<file path="config.mk">
export PLATFORM = sky130hd
export DESIGN_NAME = merge_cfg_top
export DESIGN_NICKNAME = d
export VERILOG_FILES = /design/src/rtl/merge_cfg_pkg.sv /design/src/rtl/fifo_if.sv /design/src/rtl/sync_fifo.sv /design/src/rtl/setup_filter.sv /design/src/rtl/config_collector.sv /design/src/rtl/merge_cfg_top.sv
export VERILOG_INCLUDE_DIRS = /design/src /design/src/include
export SDC_FILE = /design/constraint.sdc
export NUM_CORES = 1
export LEC_CHECK = 0
export ABC_CLOCK_PERIOD_IN_PS = 3600
export BUFFER_PORTS_ARGS = -buffer_cell sky130_fd_sc_hd__buf_4
export CAP_MARGIN = 20
export CORE_UTILIZATION = 50
export DETAILED_ROUTE_END_ITERATION = 16
export HOLD_SLACK_MARGIN = 0.15
export PLACE_DENSITY_LB_ADDON = 0.05
export RECOVER_POWER = 100
export SYNTH_ARGS = -nofsm -noshare
export SYNTH_HDL_FRONTEND = slang
export SYNTH_SLANG_ARGS = --single-unit
export TNS_END_PERCENT = 10
</file>
<file path="constraint.sdc">
create_clock -name ap_clk -period 3.6 [get_ports ap_clk]
set_input_delay 0.18 -clock ap_clk [delete_from_list [all_inputs] [get_ports ap_clk]]
set_output_delay 0.18 -clock ap_clk [all_outputs]
set_load 0.02 [all_outputs]
</file>
<file path="src/include/merge_cfg_cfg.svh">
// widths, depths and thresholds of the merge configuration engine, included by RTL and testbench
`ifndef MERGE_CFG_CFG_SVH
`define MERGE_CFG_CFG_SVH

// --------------------------------------------------
// response word fields
// --------------------------------------------------
`define MCFG_OFFSET_W 32
`define MCFG_SHIFT_W 5
`define MCFG_DATA_W 32

// merge mask and merge type, one bit or code per field
`define MCFG_FIELDS 8

// --------------------------------------------------
// engine window
// --------------------------------------------------
`define MCFG_SEQ_SLOTS 16
`define MCFG_SLOT_W 4

// --------------------------------------------------
// FIFO sizing
// --------------------------------------------------
`define MCFG_FIFO_DEPTH 16
`define MCFG_PROG_THRESH 8

`endif

</file>
<file path="src/rtl/merge_cfg_pkg.sv">
// shared types of the merge configuration engine, referenced by scoped names from RTL and testbench
`include "merge_cfg_cfg.svh"

package merge_cfg_pkg;

    // buffer class carried by each response word
    typedef enum logic [1:0] {
        class_invalid      = 2'd0,
        class_cu_setup     = 2'd1,
        class_engine_setup = 2'd2,
        class_other        = 2'd3
    } buffer_class_e;

    // one entry of the response FIFO
    typedef struct packed {
        logic [`MCFG_SLOT_W-1:0] slot;
        logic [`MCFG_DATA_W-1:0] data;
    } resp_entry_t;

    // slot 0 carries the mask, slot 1 the type code, same bit positions
    typedef union packed {
        struct packed {
            logic [`MCFG_DATA_W-`MCFG_FIELDS-1:0] rsvd;
            logic [`MCFG_FIELDS-1:0]              merge_mask;
        } as_mask;
        struct packed {
            logic [`MCFG_DATA_W-`MCFG_FIELDS-1:0] rsvd;
            logic [`MCFG_FIELDS-1:0]              merge_type;
        } as_type;
    } setup_word_u;

    // one finished engine configuration
    typedef struct packed {
        logic [`MCFG_FIELDS-1:0] merge_mask;
        logic [`MCFG_FIELDS-1:0] merge_type;
    } merge_config_t;

endpackage

</file>
<file path="src/rtl/fifo_if.sv">
// write, read and status signals of one synchronous FIFO, shared by its writer, reader and storage
`timescale 1ns/100ps

interface fifo_if #(
    parameter int width = 32
);

    // --------------------------------------------------
    // write side
    // --------------------------------------------------
    logic             wr_en;
    logic [width-1:0] din;
    logic             full;
    logic             prog_full;

    // --------------------------------------------------
    // read side
    // --------------------------------------------------
    logic             rd_en;
    logic [width-1:0] dout;
    logic             valid;
    logic             empty;

    modport writer (
        output wr_en, din,
        input  full, prog_full
    );

    // reader also sees prog_full for its own throttling
    modport reader (
        output rd_en,
        input  dout, valid, empty, prog_full
    );

    modport fifo (
        input  wr_en, din, rd_en,
        output full, prog_full, dout, valid, empty
    );

endinterface

</file>
<file path="src/rtl/sync_fifo.sv">
// single-clock FIFO with read valid and programmable full, instantiated for responses and configurations
`timescale 1ns/100ps
`include "merge_cfg_cfg.svh"

module sync_fifo #(
    parameter int width = 36
) (
    input logic   ap_clk,
    input logic   rst_n,
    fifo_if.fifo  port
);

    localparam int depth = `MCFG_FIFO_DEPTH;
    localparam int ptr_w = $clog2(depth);
    localparam int cnt_w = $clog2(depth + 1);

    logic [width-1:0] mem [depth];
    logic [ptr_w-1:0] wr_ptr;
    logic [ptr_w-1:0] rd_ptr;
    logic [cnt_w-1:0] count;
    logic             push;
    logic             pop;

    // writes into a full FIFO are lost
    assign push = port.wr_en & ~port.full;
    assign pop  = port.rd_en & ~port.empty;

    assign port.full      = (count == depth);
    assign port.empty     = (count == '0);
    assign port.prog_full = (count >= `MCFG_PROG_THRESH);

    // --------------------------------------------------
    // pointers and fill level
    // --------------------------------------------------
    always_ff @(posedge ap_clk or negedge rst_n) begin
        if (!rst_n) begin
            wr_ptr     <= '0;
            rd_ptr     <= '0;
            count      <= '0;
            port.valid <= 1'b0;
        end else begin
            port.valid <= pop;
            if (push) begin
                wr_ptr <= (wr_ptr == ptr_w'(depth - 1)) ? '0 : wr_ptr + 1'b1;
            end
            if (pop) begin
                rd_ptr <= (rd_ptr == ptr_w'(depth - 1)) ? '0 : rd_ptr + 1'b1;
            end
            case ({push, pop})
                2'b10:   count <= count + 1'b1;
                2'b01:   count <= count - 1'b1;
                default: count <= count;
            endcase
        end
    end

    // --------------------------------------------------
    // storage and read data
    // --------------------------------------------------
    always_ff @(posedge ap_clk) begin
        if (push) begin
            mem[wr_ptr] <= port.din;
        end
        // dout holds the popped entry while valid is high
        if (pop) begin
            port.dout <= mem[rd_ptr];
        end
    end

endmodule

</file>
<file path="src/rtl/setup_filter.sv">
// registers incoming response words and pushes setup words of this engine's window to the response FIFO
`timescale 1ns/100ps
`include "merge_cfg_cfg.svh"

module setup_filter #(
    parameter int id_relative = 0
) (
    input  logic                        ap_clk,
    input  logic                        rst_n,
    input  logic                        resp_valid,
    input  merge_cfg_pkg::buffer_class_e resp_class,
    input  logic [`MCFG_OFFSET_W-1:0]   resp_offset,
    input  logic [`MCFG_SHIFT_W-1:0]    resp_shift,
    input  logic [`MCFG_DATA_W-1:0]     resp_data,
    fifo_if.writer                      resp_wr
);

    // window of slots owned by this engine
    localparam int seq_start = id_relative * `MCFG_SEQ_SLOTS;
    localparam logic [`MCFG_OFFSET_W-1:0] win_lo = seq_start;
    localparam logic [`MCFG_OFFSET_W-1:0] win_hi = seq_start + `MCFG_SEQ_SLOTS;

    logic                         valid_q;
    merge_cfg_pkg::buffer_class_e class_q;
    logic [`MCFG_OFFSET_W-1:0]    offset_q;
    logic [`MCFG_SHIFT_W-1:0]     shift_q;
    logic [`MCFG_DATA_W-1:0]      data_q;
    logic [`MCFG_OFFSET_W-1:0]    seq;
    logic [`MCFG_OFFSET_W-1:0]    seq_rel;
    logic                         class_ok;
    logic                         in_window;
    merge_cfg_pkg::resp_entry_t   entry;

    // --------------------------------------------------
    // input register
    // --------------------------------------------------
    always_ff @(posedge ap_clk or negedge rst_n) begin
        if (!rst_n) begin
            valid_q <= 1'b0;
        end else begin
            valid_q <= resp_valid;
        end
    end

    always_ff @(posedge ap_clk) begin
        class_q  <= resp_class;
        offset_q <= resp_offset;
        shift_q  <= resp_shift;
        data_q   <= resp_data;
    end

    // --------------------------------------------------
    // sequence decode and filter
    // --------------------------------------------------
    assign seq       = offset_q >> shift_q;
    assign seq_rel   = seq - win_lo;
    assign in_window = (seq >= win_lo) && (seq < win_hi);
    assign class_ok  = (class_q == merge_cfg_pkg::class_cu_setup) ||
                       (class_q == merge_cfg_pkg::class_engine_setup);

    assign entry.slot = seq_rel[`MCFG_SLOT_W-1:0];
    assign entry.data = data_q;

    assign resp_wr.wr_en = valid_q & class_ok & in_window;
    assign resp_wr.din   = entry;

endmodule

</file>
<file path="src/rtl/config_collector.sv">
// pops setup words, tracks the 16-slot run and writes one merge configuration per completed run
`timescale 1ns/100ps
`include "merge_cfg_cfg.svh"

module config_collector (
    input logic     ap_clk,
    input logic     rst_n,
    input logic     resp_rd_en,
    fifo_if.reader  resp_rd,
    fifo_if.writer  cfg_wr
);

    localparam int slots = `MCFG_SEQ_SLOTS;

    merge_cfg_pkg::resp_entry_t   entry;
    merge_cfg_pkg::setup_word_u   word;
    merge_cfg_pkg::merge_config_t cfg_q;
    logic [slots-1:0]             run_q;
    logic                         emit;
    logic                         start;

    assign entry = resp_rd.dout;
    assign word  = entry.data;

    // top bit of the run means all slots have been seen
    assign emit = run_q[slots-1];

    // a slot-0 word may also start a new run in the emit cycle
    assign start = resp_rd.valid & (entry.slot == '0) & ((run_q == '0) | emit);

    // --------------------------------------------------
    // pop request
    // --------------------------------------------------
    assign resp_rd.rd_en = ~resp_rd.empty & resp_rd_en & ~emit & ~cfg_wr.prog_full;

    // --------------------------------------------------
    // one-hot run register
    // --------------------------------------------------
    always_ff @(posedge ap_clk or negedge rst_n) begin
        if (!rst_n) begin
            run_q <= '0;
        end else if (start) begin
            run_q <= {{(slots - 1){1'b0}}, 1'b1};
        end else if (resp_rd.valid) begin
            // idle words with a non-zero slot shift zero and stay idle
            run_q <= run_q << 1;
        end else if (emit) begin
            run_q <= '0;
        end
    end

    // --------------------------------------------------
    // mask and type capture
    // --------------------------------------------------
    always_ff @(posedge ap_clk) begin
        if (start) begin
            cfg_q.merge_mask <= word.as_mask.merge_mask;
        end else if (resp_rd.valid && run_q[0]) begin
            // word right after slot 0 holds the type code
            cfg_q.merge_type <= word.as_type.merge_type;
        end
    end

    // configuration FIFO samples cfg_q before any new slot-0 capture
    assign cfg_wr.wr_en = emit;
    assign cfg_wr.din   = cfg_q;

endmodule

</file>
<file path="src/rtl/merge_cfg_top.sv">
// top level of the merge configuration engine, plain ports toward the overlay and its testbench
`timescale 1ns/100ps
`include "merge_cfg_cfg.svh"

module merge_cfg_top #(
    parameter int id_relative = 0
) (
    input  logic                         ap_clk,
    input  logic                         rst_n,
    input  logic                         resp_valid,
    input  merge_cfg_pkg::buffer_class_e resp_class,
    input  logic [`MCFG_OFFSET_W-1:0]    resp_offset,
    input  logic [`MCFG_SHIFT_W-1:0]     resp_shift,
    input  logic [`MCFG_DATA_W-1:0]      resp_data,
    input  logic                         resp_rd_en,
    output logic                         resp_empty,
    input  logic                         cfg_rd_en,
    output logic                         cfg_valid,
    output logic [`MCFG_FIELDS-1:0]      cfg_merge_mask,
    output logic [`MCFG_FIELDS-1:0]      cfg_merge_type,
    output logic                         cfg_empty
);

    localparam int resp_w = $bits(merge_cfg_pkg::resp_entry_t);
    localparam int cfg_w  = $bits(merge_cfg_pkg::merge_config_t);

    merge_cfg_pkg::merge_config_t cfg_out;

    fifo_if #(.width(resp_w)) resp_if ();
    fifo_if #(.width(cfg_w))  cfg_if ();

    // --------------------------------------------------
    // response path
    // --------------------------------------------------
    setup_filter #(.id_relative(id_relative)) setup_filter_i (
        .ap_clk      (ap_clk),
        .rst_n       (rst_n),
        .resp_valid  (resp_valid),
        .resp_class  (resp_class),
        .resp_offset (resp_offset),
        .resp_shift  (resp_shift),
        .resp_data   (resp_data),
        .resp_wr     (resp_if.writer)
    );

    sync_fifo #(.width(resp_w)) resp_fifo_i (
        .ap_clk (ap_clk),
        .rst_n  (rst_n),
        .port   (resp_if.fifo)
    );

    config_collector config_collector_i (
        .ap_clk     (ap_clk),
        .rst_n      (rst_n),
        .resp_rd_en (resp_rd_en),
        .resp_rd    (resp_if.reader),
        .cfg_wr     (cfg_if.writer)
    );

    // --------------------------------------------------
    // configuration path
    // --------------------------------------------------
    sync_fifo #(.width(cfg_w)) cfg_fifo_i (
        .ap_clk (ap_clk),
        .rst_n  (rst_n),
        .port   (cfg_if.fifo)
    );

    // reader side of the configuration FIFO goes straight to the ports
    assign cfg_if.rd_en   = cfg_rd_en;
    assign cfg_out        = cfg_if.dout;
    assign cfg_valid      = cfg_if.valid;
    assign cfg_merge_mask = cfg_out.merge_mask;
    assign cfg_merge_type = cfg_out.merge_type;
    assign cfg_empty      = cfg_if.empty;
    assign resp_empty     = resp_if.empty;

endmodule

</file>
==> results of run 1 <==
[worst max-delay path, stage by stage, from the launching register on]
cell and delay [ns]:
sky130_fd_sc_hd__dfxtp_4 0.41, sky130_fd_sc_hd__buf_8 0.15, sky130_fd_sc_hd__mux4_2 0.49, sky130_fd_sc_hd__mux2_2 0.30
sky130_fd_sc_hd__nand2b_4 0.16, sky130_fd_sc_hd__a2111oi_4 0.33, sky130_fd_sc_hd__o211ai_2 0.18, sky130_fd_sc_hd__a21oi_4 0.18
sky130_fd_sc_hd__inv_2 0.07, sky130_fd_sc_hd__ha_4 0.17, sky130_fd_sc_hd__buf_4 0.13, sky130_fd_sc_hd__ha_1 0.26
sky130_fd_sc_hd__a21o_1 0.19, sky130_fd_sc_hd__a21oi_2 0.13, sky130_fd_sc_hd__xor2_1 0.14, sky130_fd_sc_hd__o21ai_1 0.07
[layer usage]
| metal | part of all wire | global-route usage | vias up |
|---|---|---|---|
| met5 | 0 | 0 | - |
| met4 | 0.021 | 0.0582 | 0 |
| met3 | 0.029 | 0.0269 | 70 |
| met2 | 0.54 | 0.391 | 210 |
| met1 | 0.41 | 0.272 | 6174 |
| li1 | - | - | 5496 |
[cells by family (layout without fill, tap and decap cells)]
group / after synthesis / count (layout) / synth area share
flip-flops: 584 / 584 / 0.725
multiplexers: 205 / 205 / 0.154
AO/OA/AOI/OAI: 170 / 170 / 0.0509
buffers and inverters: 91 / 347 / 0.0163
AND/OR/NAND/NOR: 177 / 177 / 0.0370
XOR/XNOR: 15 / 15 / 0.00565
adder cells (fa/ha/maj): 20 / 20 / 0.0114
[through the flow]
stage | setup TNS [ns] | hold slack (ns) | setup WS, ns | cells
finish | 0 | 0.226 | 0.143 | 2118
global route | -0.0285 | 0.210 | -0.0216 | 2118
CTS | 0 | 0.171 | 0.00785 | 2111
detailed placement | -0.312 | 0.243 | -0.166 | 1948
global placement | -0.240 | 0.245 | -0.124 | 1948
floorplan | -3.30 | -0.116 | -0.275 | 1262
[placed cells by master (no fill, tap or decap), types with 9 or more instances in the layout]
cell type,count
sky130_fd_sc_hd__clkinv_2,18
sky130_fd_sc_hd__clkbuf_1,47
sky130_fd_sc_hd__a21oi_1,29
sky130_fd_sc_hd__mux2_2,21
sky130_fd_sc_hd__nor2b_1,9
sky130_fd_sc_hd__and3_1,16
sky130_fd_sc_hd__edfxtp_1,492
sky130_fd_sc_hd__a22o_1,13
sky130_fd_sc_hd__a21o_1,10
sky130_fd_sc_hd__inv_1,19
sky130_fd_sc_hd__a22oi_1,18
sky130_fd_sc_hd__nor2_1,20
sky130_fd_sc_hd__mux4_2,120
sky130_fd_sc_hd__dlygate4sd3_1,52
sky130_fd_sc_hd__mux2i_1,62
sky130_fd_sc_hd__nor2_2,11
sky130_fd_sc_hd__dfxtp_1,45
sky130_fd_sc_hd__nand2_1,69
sky130_fd_sc_hd__clkbuf_4,49
sky130_fd_sc_hd__buf_12,14
sky130_fd_sc_hd__a211oi_1,9
sky130_fd_sc_hd__o21ai_0,42
sky130_fd_sc_hd__and2_1,9
sky130_fd_sc_hd__dfrtp_1,42
sky130_fd_sc_hd__a221oi_1,18
sky130_fd_sc_hd__clkbuf_16,58
sky130_fd_sc_hd__ha_1,16
sky130_fd_sc_hd__buf_4,60
[flip-flops by register name (all words and copies together) (netlist names), 4 cells and up]
signal	flops
cfg_fifo_i.count	5
config_collector_i.cfg_wr.din	16
resp_fifo_i.wr_ptr	4
setup_filter_i.offset_q	32
resp_fifo_i.port.dout	12
setup_filter_i.data_q	8
resp_fifo_i.count	5
cfg_fifo_i.wr_ptr	4
cfg_fifo_i.port.dout	16
resp_fifo_i.rd_ptr	4
cfg_fifo_i.rd_ptr	4
resp_fifo_i.mem	192
config_collector_i.run_q	16
cfg_fifo_i.mem	256
setup_filter_i.shift_q	5
[worst max path at each step]
| stage | start | endpoint | slack (ns) | cells past startpoint |
|---|---|---|---|---|
| floorplan | setup_filter_i.shift_q[1] | resp_fifo_i.mem[3][0] | -0.27 | 11 |
| global placement | setup_filter_i.shift_q[0] | resp_fifo_i.count[4] | -0.12 | 15 |
| detailed placement | setup_filter_i.shift_q[0] | resp_fifo_i.count[3] | -0.17 | 15 |
| CTS | setup_filter_i.shift_q[0] | resp_fifo_i.count[3] | 0.008 | 15 |
| global route | setup_filter_i.shift_q[0] | resp_fifo_i.count[4] | -0.02 | 18 |
| finish | setup_filter_i.shift_q[0] | resp_fifo_i.count[3] | 0.14 | 15 |
[final cells by class]
type,instances,area (sq um),area share
clock inverters,31,234,0.00851
inverters,24,93.8,0.00341
clock buffers,77,1580,0.0575
flip-flops and latches,584,16900,0.613
well taps,600,751,0.0273
repair buffers,215,1830,0.0664
multi-input cells,587,6160,0.224
[where the power goes]
part / switching (mW) / internal, mW / total, mW
Combinational: 2.11 / 2.14 / 4.25
Clock: 2.50 / 3.23 / 5.73
Sequential: 0.575 / 7.83 / 8.40
Total: 5.18 / 13.2 / 18.4
[what timing repair did]
action | in CTS | in global routing
hold buffers | 53 | 0
hold endpoints to repair | 97 | 0
setup endpoints to repair | 2 | 2
pin swaps | 0 | 7
gates resized for setup | 1 | 24
setup buffers | 2 | 6
==> impl_metrics.json, run 1 <==
{
  "max_cap_viol_count": 4,
  "reg2reg_from": "setup_filter_i.shift_q[0]",
  "dp_hpwl_microns": 29600,
  "reg2reg_setup_slack_ns": 0.14,
  "cts-htree-levels": 2,
  "grt_antenna_before_repair": 0,
  "ys_seq_area_frac": 0.725,
  "wire_length_of_the_first_global_routing_pass_microns": 75400,
  "power.density_cell_area_nw_per_um2": 668,
  "grt_use_total": 0.215,
  "holdPathEnd": "setup_filter_i.offset_q[27]",
  "fin_area_sq_um": 27500,
  "regToRegEndpoint": "resp_fifo_i.count[3]",
  "final_layout_size_suffix_gt1_frac": 0.263,
  "floorplan.initialDensity": 0.510,
  "crit_type": "reg2reg",
  "via_count": 12000,
  "period_share": 0.960,
  "post-synth-top-count-cell": "sky130_fd_sc_hd__edfxtp_1",
  "tritoncts": "done",
  "die_area_sq_um": 47300,
  "syn-instance-count": 1262,
  "routed_wire_length_per_instance_microns": 23.2,
  "final_net_count": 1565,
  "cts.root.buffer_cell": "sky130_fd_sc_hd__clkbuf_16",
  "async_reset_ff_frac": 0.0771,
  "skew_ns": 0.0161,
  "worstPathArrival_ns": 3.95,
  "synth_top_cell_by_area": "sky130_fd_sc_hd__edfxtp_1",
  "clk_pin_slew_worst_paths_ns": 0.06,
  "clkLatencyLatePin_ns": 0.62,
  "tightestPinTransition_ns": 2.15,
  "synth.cells.most_frequent": "492 x sky130_fd_sc_hd__edfxtp_1, 120 x sky130_fd_sc_hd__mux4_2, 69 x sky130_fd_sc_hd__nand2_1, 62 x sky130_fd_sc_hd__mux2i_1, 47 x sky130_fd_sc_hd__dfxtp_1",
  "tritoncts_num_sinks": 584,
  "static-leakage-power_nw": 9.51,
  "finalSetupViolations": 0,
  "report.final.slew_viol_count": 80,
  "finalWeightedCongestion": 0.823,
  "irDropWorstVdd_mv": 0.465,
  "fin_total_pwr_mw": 18.4,
  "postSynthAreaPerCell_sq_um": 18.4,
  "fmax_mhz": 289,
  "largest_net_degree_at_the_start_of_global_routing": 46,
  "outcome": "finished, violations left",
  "mapped_cell_area_sq_um": 23200,
  "syn_nets": 1358,
  "cts_max_path_buffers": 3,
  "violations": "capacitance limit, slew limit",
  "die_width_microns": 218,
  "min_delay_path_depth": 2,
  "path_class_of_the_lowest_slack_min_delay_path": "in2reg",
  "first_iter_violations": 844,
  "postSynthRegisterBits": 584,
  "maxSlewHeadroom": -0.431,
  "hold_start": "resp_offset[27]",
  "place.port_buffers": 70,
  "synthTopCellsByArea": "sky130_fd_sc_hd__edfxtp_1 64%, sky130_fd_sc_hd__mux4_2 12%, sky130_fd_sc_hd__dfrtp_1 4.8%, sky130_fd_sc_hd__dfxtp_1 4.0%, sky130_fd_sc_hd__mux2i_1 2.7%",
  "height_of_the_chip_microns": 218,
  "drt-pass1-iter-count": 5,
  "fp-row-count": 78,
  "core_sq_um": 45600,
  "cp-start-kind": "flip-flop",
  "synth_warn": 0,
  "dominant_synthesized_flop_cell": "sky130_fd_sc_hd__edfxtp_1",
  "cp_data_required_time_ns": 4.09,
  "synth_edf_count": 492,
  "detail_route.drc_violations": 0,
  "total_wirelength_microns": 49200,
  "first_global_vias": 12500,
  "critical_path.endpoint_type": "flip-flop",
  "area_delta_synth_final_pct": 18.3,
  "finalHoldViolations": 0,
  "tritoncts.num_buffers": 57,
  "cp_max_fo": 8,
  "finish.utilization": 0.603,
  "num-fill-cells": 3316,
  "antenna_cells": 0,
  "via_per_inst": 5.64,
  "post-synth-top-area-fraction": 0.636,
  "ff2ff_path_depth": 15,
  "gr-total-overflow": 0,
  "ant_nets": 0,
  "min_period_ns": 3.46,
  "pin_count": 95,
  "synth.lib_cells_used.distinct": 60,
  "placement.cell_area_sq_um": 25100
}
(Power assumes the default switching activity.)
==> inputs of run 2 (changes only) <==
Settings changed: BUFFER_PORTS_ARGS -buffer_cell sky130_fd_sc_hd__buf_4 to -buffer_cell sky130_fd_sc_hd__buf_2.
==> run 2 against run 1 <==
Compared with the run above: flip-flop and latch count unchanged; critical path type unchanged; highest routed layer unchanged; final cell count about the same; non-clock buffer count rose by 1; design area is 1.1% lower; worst hold slack got worse by 0.021 ns; routed wire length up 1.0%; the run still ends with capacitance limit, slew limit left.
==> impl_metrics.json, run 2 (synthesis gave the netlist of run 1 again) <==
{
  "critical_path.endpoint_type": "flip-flop",
  "routed_wire_length_per_instance_microns": 23.5,
  "worstPathArrival_ns": 3.95,
  "biggestRegsByFlops": "cfg_fifo_i.mem: 256 flops, resp_fifo_i.mem: 192 flops, setup_filter_i.offset_q: 32 flops",
  "irDropWorstVdd_mv": 0.397,
  "critical_path.top_delay_family": "compound AO/OA/AOI/OAI gates",
  "via_count": 12100,
  "final_net_count": 1568,
  "period_share": 0.960,
  "via_per_inst": 5.71,
  "place.port_buffers": 70,
  "core_sq_um": 45600,
  "dpl_worst_slack_ns": -0.108,
  "final_common_cell": "sky130_fd_sc_hd__edfxtp_1",
  "setup_repair_after_global_routing_missed_its_margin": "yes",
  "fp-row-count": 78,
  "area_delta_synth_final_pct": 17.1,
  "max_cap_viol_count": 3,
  "pin_count": 95,
  "tritoncts.num_buffers": 59,
  "grt_antenna_before_repair": 0,
  "power.density_cell_area_nw_per_um2": 679,
  "fmax_mhz": 289,
  "ant_nets": 0,
  "cts-htree-levels": 2,
  "cp_num_buf_inv": 4,
  "antenna_cells": 0,
  "height_of_the_chip_microns": 218,
  "static-leakage-power_nw": 9.40,
  "tritoncts": "done",
  "cp_max_fo": 6,
  "crit_path_max_incr_delay_ns": 0.50,
  "tightestPinTransition_ns": 1.59,
  "drt-pass1-iter-count": 5,
  "largest_register_ffs": 256,
  "setup_slack_ns": 0.145,
  "total_wirelength_microns": 49700,
  "crit_type": "reg2reg",
  "wire_length_of_the_first_global_routing_pass_microns": 75800,
  "cts.root.buffer_cell": "sky130_fd_sc_hd__clkbuf_16",
  "first_iter_violations": 803,
  "finish.utilization": 0.597,
  "grt_use_total": 0.217,
  "skew_ns": 0.0142,
  "finalWeightedCongestion": 0.825,
  "path_class_of_the_lowest_slack_min_delay_path": "in2reg",
  "tritoncts_num_sinks": 584,
  "cp_data_required_time_ns": 4.09,
  "finalSetupViolations": 0,
  "outcome": "finished, violations left",
  "slowest_stage": "sky130_fd_sc_hd__mux4_2",
  "detail_route.drc_violations": 0,
  "floorplan.initialDensity": 0.510,
  "clkLatencyLatePin_ns": 0.61,
  "die_width_microns": 218,
  "register_with_the_most_flip_flops": "cfg_fifo_i.mem",
  "finalHoldViolations": 0,
  "first_global_vias": 12400,
  "crit_path_cell_trace": "buf_6 > buf_4 > mux4_2 > nor2_1 > o21ai_2 > a2111oi_4 > o211ai_2 > a21oi_4 > inv_2 > ha_4 > buf_4 > ha_1 > a21oi_2 > xnor2_1 > nor2_1 > xor2_1",
  "report.final.slew_viol_count": 63,
  "cp-start-kind": "flip-flop",
  "gr-total-overflow": 0,
  "most_frequent_cells_in_the_layout": "492 x sky130_fd_sc_hd__edfxtp_1, 120 x sky130_fd_sc_hd__mux4_2, 69 x sky130_fd_sc_hd__nand2_1, 63 x sky130_fd_sc_hd__buf_4, 61 x sky130_fd_sc_hd__mux2i_1",
  "largest_net_degree_at_the_start_of_global_routing": 35,
  "violations": "capacitance limit, slew limit",
  "final_layout_size_suffix_gt1_frac": 0.250,
  "cts_max_path_buffers": 3,
  "maxSlewHeadroom": -0.0570,
  "die_area_sq_um": 47300,
  "min_period_ns": 3.45,
  "clk_pin_slew_worst_paths_ns": 0.06,
  "dp_hpwl_microns": 29500
}
==> run 2: cell types whose count changed in the layout (fill, tap and decap cells not counted), sizes merged <==
cell          previous run  this run
bufinv                   2         3
dlymetal6s4s             1         0
clkinvlp                 4         3
clkinv                  26        22
buf                     79       120
clkbuf                 160       125
==> run 2: repair_timing <==
| action | in CTS | in global routing |
|---|---|---|
| hold endpoints to repair | 97 | 0 |
| resized for setup | 1 | 18 |
| cloned | 0 | 0 |
| setup buffers | 0 | 10 |
| setup endpoints to repair | 2 | 2 |
| hold buffers | 52 | 0 |
| pin swaps | 0 | 12 |
==> run 2: power by group <==
group	total [mW]	internal, mW	switching [mW]
clock network	5.83	3.34	2.49
registers	8.45	7.82	0.628
logic	4.19	2.09	2.10
total	18.5	13.2	5.22
==> run 2: layout make-up <==
cell class	count	area (sq um)
inverter	24	90.1
timing repair buffer	216	1560
fill	3382	18400
clock inverter	27	211
tap	600	751
sequential	584	16800
clock buffer	81	1620
multi-input combinational	587	6140
==> run 2: metal layers <==
layer,vias up,routed length (microns),global-route usage
li1,5505,-,-
met3,76,1710,0.0331
met4,0,946,0.0528
met5,-,0,0
met2,212,25900,0.384
met1,6297,21200,0.280
==> run 2: worst reg2reg max path, delay by kind of cell, from the launching register on <==
family                   cells  cell delay, ns
AO/OA/AOI/OAI                5            1.00
multiplexers                 1            0.50
adder cells (fa/ha/maj)      2            0.48
buffers and inverters        4            0.44
flip-flops                   1            0.40
XOR/XNOR                     2            0.27
AND/OR/NAND/NOR              2            0.24
==> run 2: through the flow <==
step                total power, mW  std cells  area, sq um  hold WS, ns  TNS [ns]
CTS                            18.7       2109        27200        0.167         0
detailed placement             12.8       1949        24900        0.174    -0.179
finish                         18.5       2119        27200        0.205         0
global placement               12.8       1948        24900        0.167   -0.0611
floorplan                      11.4       1262        23200       -0.116     -3.30
global route                   19.3       2119        27200        0.175   -0.0364
==> run 2: worst paths after layout <==
kind	endpoint	slack (ns)	start	depth (start not counted)
min	setup_filter_i.shift_q[4]	0.20	resp_shift[4]	2
min in group asynchronous	resp_fifo_i.count[0]	0.72	rst_n	3
max in group asynchronous	resp_fifo_i.rd_ptr[1]	1.83	rst_n	3
min reg2reg	config_collector_i.cfg_wr.din[15]	0.49	resp_fifo_i.port.dout[7]	0
max	resp_fifo_i.count[4]	0.15	setup_filter_i.shift_q[0]	16
max reg2reg	resp_fifo_i.count[4]	0.15	setup_filter_i.shift_q[0]	16
